$ cat src/source/cache_pkg.sv
`default_nettype none

package cache_pkg;

    // Address split: tag | index | byte offset.
    localparam int offset_bits = 5;
    localparam int index_bits  = 4;
    localparam int tag_bits    = 23;

    localparam int num_ways  = 4;
    localparam int num_sets  = 16;
    localparam int line_bits = 256;
    localparam int mask_bits = 32;
    localparam int byte_bits = line_bits / mask_bits;

    typedef logic [tag_bits+index_bits+offset_bits-1:0] addr_t;
    typedef logic [line_bits-1:0]                       line_t;
    typedef logic [mask_bits-1:0]                       mask_t;
    typedef logic [tag_bits-1:0]                        tag_t;
    typedef logic [index_bits-1:0]                      index_t;
    typedef logic [1:0]                                 way_t;

    // Bit 0 is the root, bit 1 picks within ways 0/1, bit 2 within ways 2/3.
    typedef logic [2:0] plru_t;

    typedef enum logic [2:0] {
        st_idle,
        st_compare,
        st_writeback,
        st_fill,
        st_refetch
    } cache_state_t;

endpackage : cache_pkg

`default_nettype wire

$ cat src/source/cache_control.sv
`default_nettype none

module cache_control
    import cache_pkg::*;
(
    input  wire  clk,
    input  wire  rst,

    input  wire  mem_read,
    input  wire  mem_write,
    output logic mem_resp,

    output logic pmem_read,
    output logic pmem_write,
    input  wire  pmem_resp,

    input  wire  hit,
    input  wire  victim_dirty,

    output logic ld_data,
    output logic data_from_mem,
    output logic ld_tag,
    output logic ld_valid,
    output logic ld_dirty,
    output logic dirty_val,
    output logic dirty_on_victim,
    output logic ld_plru,
    output logic rdata_from_mem,
    output logic addr_from_victim
);

    cache_state_t state;
    cache_state_t next_state;

    always_ff @(posedge clk) begin
        if (rst) begin
            state <= st_idle;
        end else begin
            state <= next_state;
        end
    end

    always_comb begin
        next_state       = state;
        mem_resp         = 1'b0;
        pmem_read        = 1'b0;
        pmem_write       = 1'b0;
        ld_data          = 1'b0;
        data_from_mem    = 1'b0;
        ld_tag           = 1'b0;
        ld_valid         = 1'b0;
        ld_dirty         = 1'b0;
        dirty_val        = 1'b0;
        dirty_on_victim  = 1'b0;
        ld_plru          = 1'b0;
        rdata_from_mem   = 1'b0;
        addr_from_victim = 1'b0;

        case (state)
            st_idle: begin
                // Arrays are read at this edge and their outputs are valid in compare.
                if (mem_read || mem_write) begin
                    next_state = st_compare;
                end
            end

            st_compare: begin
                if (hit) begin
                    mem_resp   = 1'b1;
                    ld_plru    = 1'b1;
                    next_state = st_idle;
                    if (mem_write) begin
                        ld_data   = 1'b1;
                        ld_dirty  = 1'b1;
                        dirty_val = 1'b1;
                    end
                end else if (victim_dirty) begin
                    next_state = st_writeback;
                end else begin
                    next_state = st_fill;
                end
            end

            st_writeback: begin
                pmem_write       = 1'b1;
                addr_from_victim = 1'b1;
                if (pmem_resp) begin
                    next_state = st_fill;
                end
            end

            st_fill: begin
                pmem_read      = 1'b1;
                rdata_from_mem = 1'b1;
                if (pmem_resp) begin
                    // The whole line goes into the victim, which becomes valid and clean.
                    ld_data         = 1'b1;
                    data_from_mem   = 1'b1;
                    ld_tag          = 1'b1;
                    ld_valid        = 1'b1;
                    ld_dirty        = 1'b1;
                    dirty_on_victim = 1'b1;
                    next_state      = st_refetch;
                end
            end

            st_refetch: begin
                next_state = st_compare;
            end

            default: begin
                next_state = st_idle;
            end
        endcase
    end

    a_one_request : assert property (@(posedge clk) disable iff (rst)
        !(mem_read && mem_write));

    // A memory response answers exactly one open memory operation.
    a_one_pmem_op : assert property (@(posedge clk) disable iff (rst)
        pmem_resp |-> (pmem_read ^ pmem_write));

endmodule : cache_control

`default_nettype wire

$ cat config.mk
export PLATFORM = sky130hd
export DESIGN_NAME = cache_control
export DESIGN_NICKNAME = d
export VERILOG_FILES = /design/src/source/cache_pkg.sv /design/src/source/cache_control.sv
export SDC_FILE = /design/constraint.sdc
export NUM_CORES = 1
export LEC_CHECK = 0
export BUFFER_PORTS_ARGS = -buffer_cell sky130_fd_sc_hd__buf_2
export CORE_AREA = 2 2 39 41
export CTS_BUF_LIST = sky130_fd_sc_hd__clkbuf_2
export DETAILED_ROUTE_END_ITERATION = 7
export DIE_AREA = 0 0 41 43
export PLACE_DENSITY = 0.49
export SKIP_LAST_GASP = 1
export SLEW_MARGIN = 40
export SYNTH_ARGS = -nofsm -noshare
export SYNTH_HDL_FRONTEND = slang
export SYNTH_SLANG_ARGS = --single-unit
export TNS_END_PERCENT = 10
$ cat constraint.sdc
create_clock -name clk -period 2.71 [get_ports clk]
set_input_delay 0.1355 -clock clk [delete_from_list [all_inputs] [get_ports clk]]
set_output_delay 0.1355 -clock clk [all_outputs]
set_load 0.01 [all_outputs]
==> metrics.yaml <==
synth_edf_count: 0
synth_seq_cells: 3
seqCellArea_um2: 60.06
synth_top_area_frac: 0.2540
layout-drive-gt1-share: 0.5957
holdPathEnd: "state[0]$_SDFFE_PP0P_"
slowest_stage: "dfxtp_1"
diodes: 0
synth_cell_types: 17
hp-class: "input pin to register"
relSlewSlack: 0.8516
via_per_inst: 3.905
worstMarginPinSlew_ps: 220.6
r2r-end: "state[0]$_SDFFE_PP0P_"
port_buffers: 19
grt_pass1_vias: 204
cts_setup_buffers: 0
worstHoldPathCells: 2
yosysWarnings: 0
dr.pass1.iters: 4
multi_input_area_um2: 120.1
slowest_delay_ps: 410
r2r_cells: 4
finalSetupViolCount: 0
syn_nets: 38
antenna_found_initial: 0
cts_resized: 0
rows: 14
hp-start: "rst"
skew_ps: 2.183
gp_congestion: 0.6140
cts-root-buf: "clkbuf_2"
wirelength_um: 487
die-area_um2: 1763
reg2reg_slack_ps: 1720
initial_core_util: 0.1709
antenna_left: 0
cts_buffers: 3
crit_type: "register to output port"
setup_tns_ps: 0
ys_seq_area_frac: 0.2540
largest_reg_flops: 3
routedWlPerCell_um: 7.730
ir_drop_mv: 0.1049
crit_arrival_ps: 1370
avgSynthCellArea_um2: 7.628
ys.flop_type: "dfxtp_1"
syn-cell-area_um2: 236.5
grt_max_degree: 8
dr.first_iter.drc_count: 1
grt.total_usage: 0.06820
synth.largest_area_cell: "dfxtp_1"
vias: 246
synth.area.top_cells: "dfxtp_1 25%, buf_4 22%, nand2b_1 5.3%"
reg_top3: "state: 3 flops"
yosysMostFrequentCell: "buf_4"
final_hold_viol_count: 0
die_y_um: 43
crit_chain: "and3b_2, nand2_1, inv_2, or2_1, buf_2"
p_leak_nw: 0.1876
final_util: 0.2306
period_share: 0.5563
grt_pass1_wl_um: 752
drc_errors: 0
period_minus_slack_ps: 1507
cp_max_fo: 6
clkSinkCount: 3
power_density_nw_per_um2: 470.1
tritoncts: "done"
fill_cells: 160
gr-total-overflow: 0
insertion_delay_ps: 200
yosys-top-cells-count: "7 x buf_4, 3 x dfxtp_1, 3 x nand2_1"
regMostFlops: "state"
worstPathRequired_ps: 2570
startpoint_type: "register"
cp-end-kind: "output port"
clk_transition_reported_paths_ps: 40
rsz0062_at_grt: "no"
slew_violations: 0
maxCapViolations: 0
async_flop_share: 0
syn_to_final_growth_pct: 34.92
die_width_um: 41
timing.rr.start: "state[2]$_SDFFE_PP0P_"
h-tree-depth: 1
outcome: "complete, no violations"
fmax_mhz: 663.4
cts.path.max_buffers: 2
synth_cells: 31
core_um2: 1384
nets: 55
ios: 20
hold_buffers: 0
[worst max-delay path: cells and delay by family (launching register included)]
family                 cells  cell delay (ps)
buffers and inverters      2              190
DFF                        1              410
and+or+nand+nor            3              570
[worst max path at each step]
stage	start	endpoint	depth (start not counted)	slack [ps]
2_1_floorplan	state[2]$_SDFFE_PP0P_	ld_dirty	5	1350
3_3_place_gp	state[2]$_SDFFE_PP0P_	ld_dirty	5	1430
3_5_place_dp	state[2]$_SDFFE_PP0P_	ld_data	5	1410
4_1_cts	state[2]$_SDFFE_PP0P_	ld_data	5	1180
5_1_grt	state[2]$_SDFFE_PP0P_	ld_dirty	5	1040
6_report	state[2]$_SDFFE_PP0P_	ld_dirty	5	1200
[cells in the final DEF (no fill, tap or decap), drive strengths merged]
master / synthesis / final
nor3b: 1 / 1
buf: 7 / 19
or2: 1 / 1
a21oi: 2 / 2
nand2b: 2 / 2
nor2: 3 / 3
and3: 1 / 1
clkbuf: 0 / 4
and2: 1 / 1
nor4: 1 / 1
nor3: 2 / 2
o21ai: 1 / 1
a22oi: 1 / 1
nand2: 3 / 3
dfxtp: 3 / 3
and3b: 1 / 1
inv: 1 / 1
[cells by family after synthesis]
logic type,after synthesis,synth area share
AND/OR/NAND/NOR,16,0.4128
buffers and inverters,8,0.2381
flip-flops,3,0.2540
AO/OA/AOI/OAI,4,0.09523
[where the power goes]
part / switching [mW] / leakage, nW / internal [mW] / total, mW
Clock: 0.0229 / 0.0166 / 0.0390 / 0.0619
Sequential: 0.00523 / 0.0246 / 0.0475 / 0.0528
Combinational: 0.0171 / 0.146 / 0.0182 / 0.0353
Total: 0.0452 / 0.188 / 0.105 / 0.150
[routing by layer]
metal | up-vias | part of all wire | track usage | wire length [um]
met3 | 0 | 0.12 | 0.03141 | 60
met5 | - | 0 | 0 | 0
met2 | 12 | 0.55 | 0.1031 | 270
met4 | 0 | 0 | 0.08000 | 0
li1 | 129 | - | - | -
met1 | 105 | 0.32 | 0.05449 | 156
[stage by stage]
step | instance area, um2 | cells | power, mW | setup WS [ps] | hold slack [ps]
finish | 319.1 | 63 | 0.1500 | 1203 | 124.5
global placement | 299.0 | 59 | 0.09010 | 1430 | 342.5
global route | 319.1 | 63 | 0.1626 | 1037 | 128.4
CTS | 319.1 | 63 | 0.1539 | 1178 | 119.1
detailed placement | 299.0 | 59 | 0.08971 | 1406 | 338.7
floorplan | 236.5 | 31 | 0.07907 | 1348 | 204.6
[area by class of cell]
cell class	count	share of cell area
tap	16	0.06275
sequential	3	0.1882
inverter	1	0.01176
timing repair buffer	19	0.2980
multi-input combinational	20	0.3765
clock buffer	4	0.06275
Note: power is estimated with default switching activity, not from simulation.
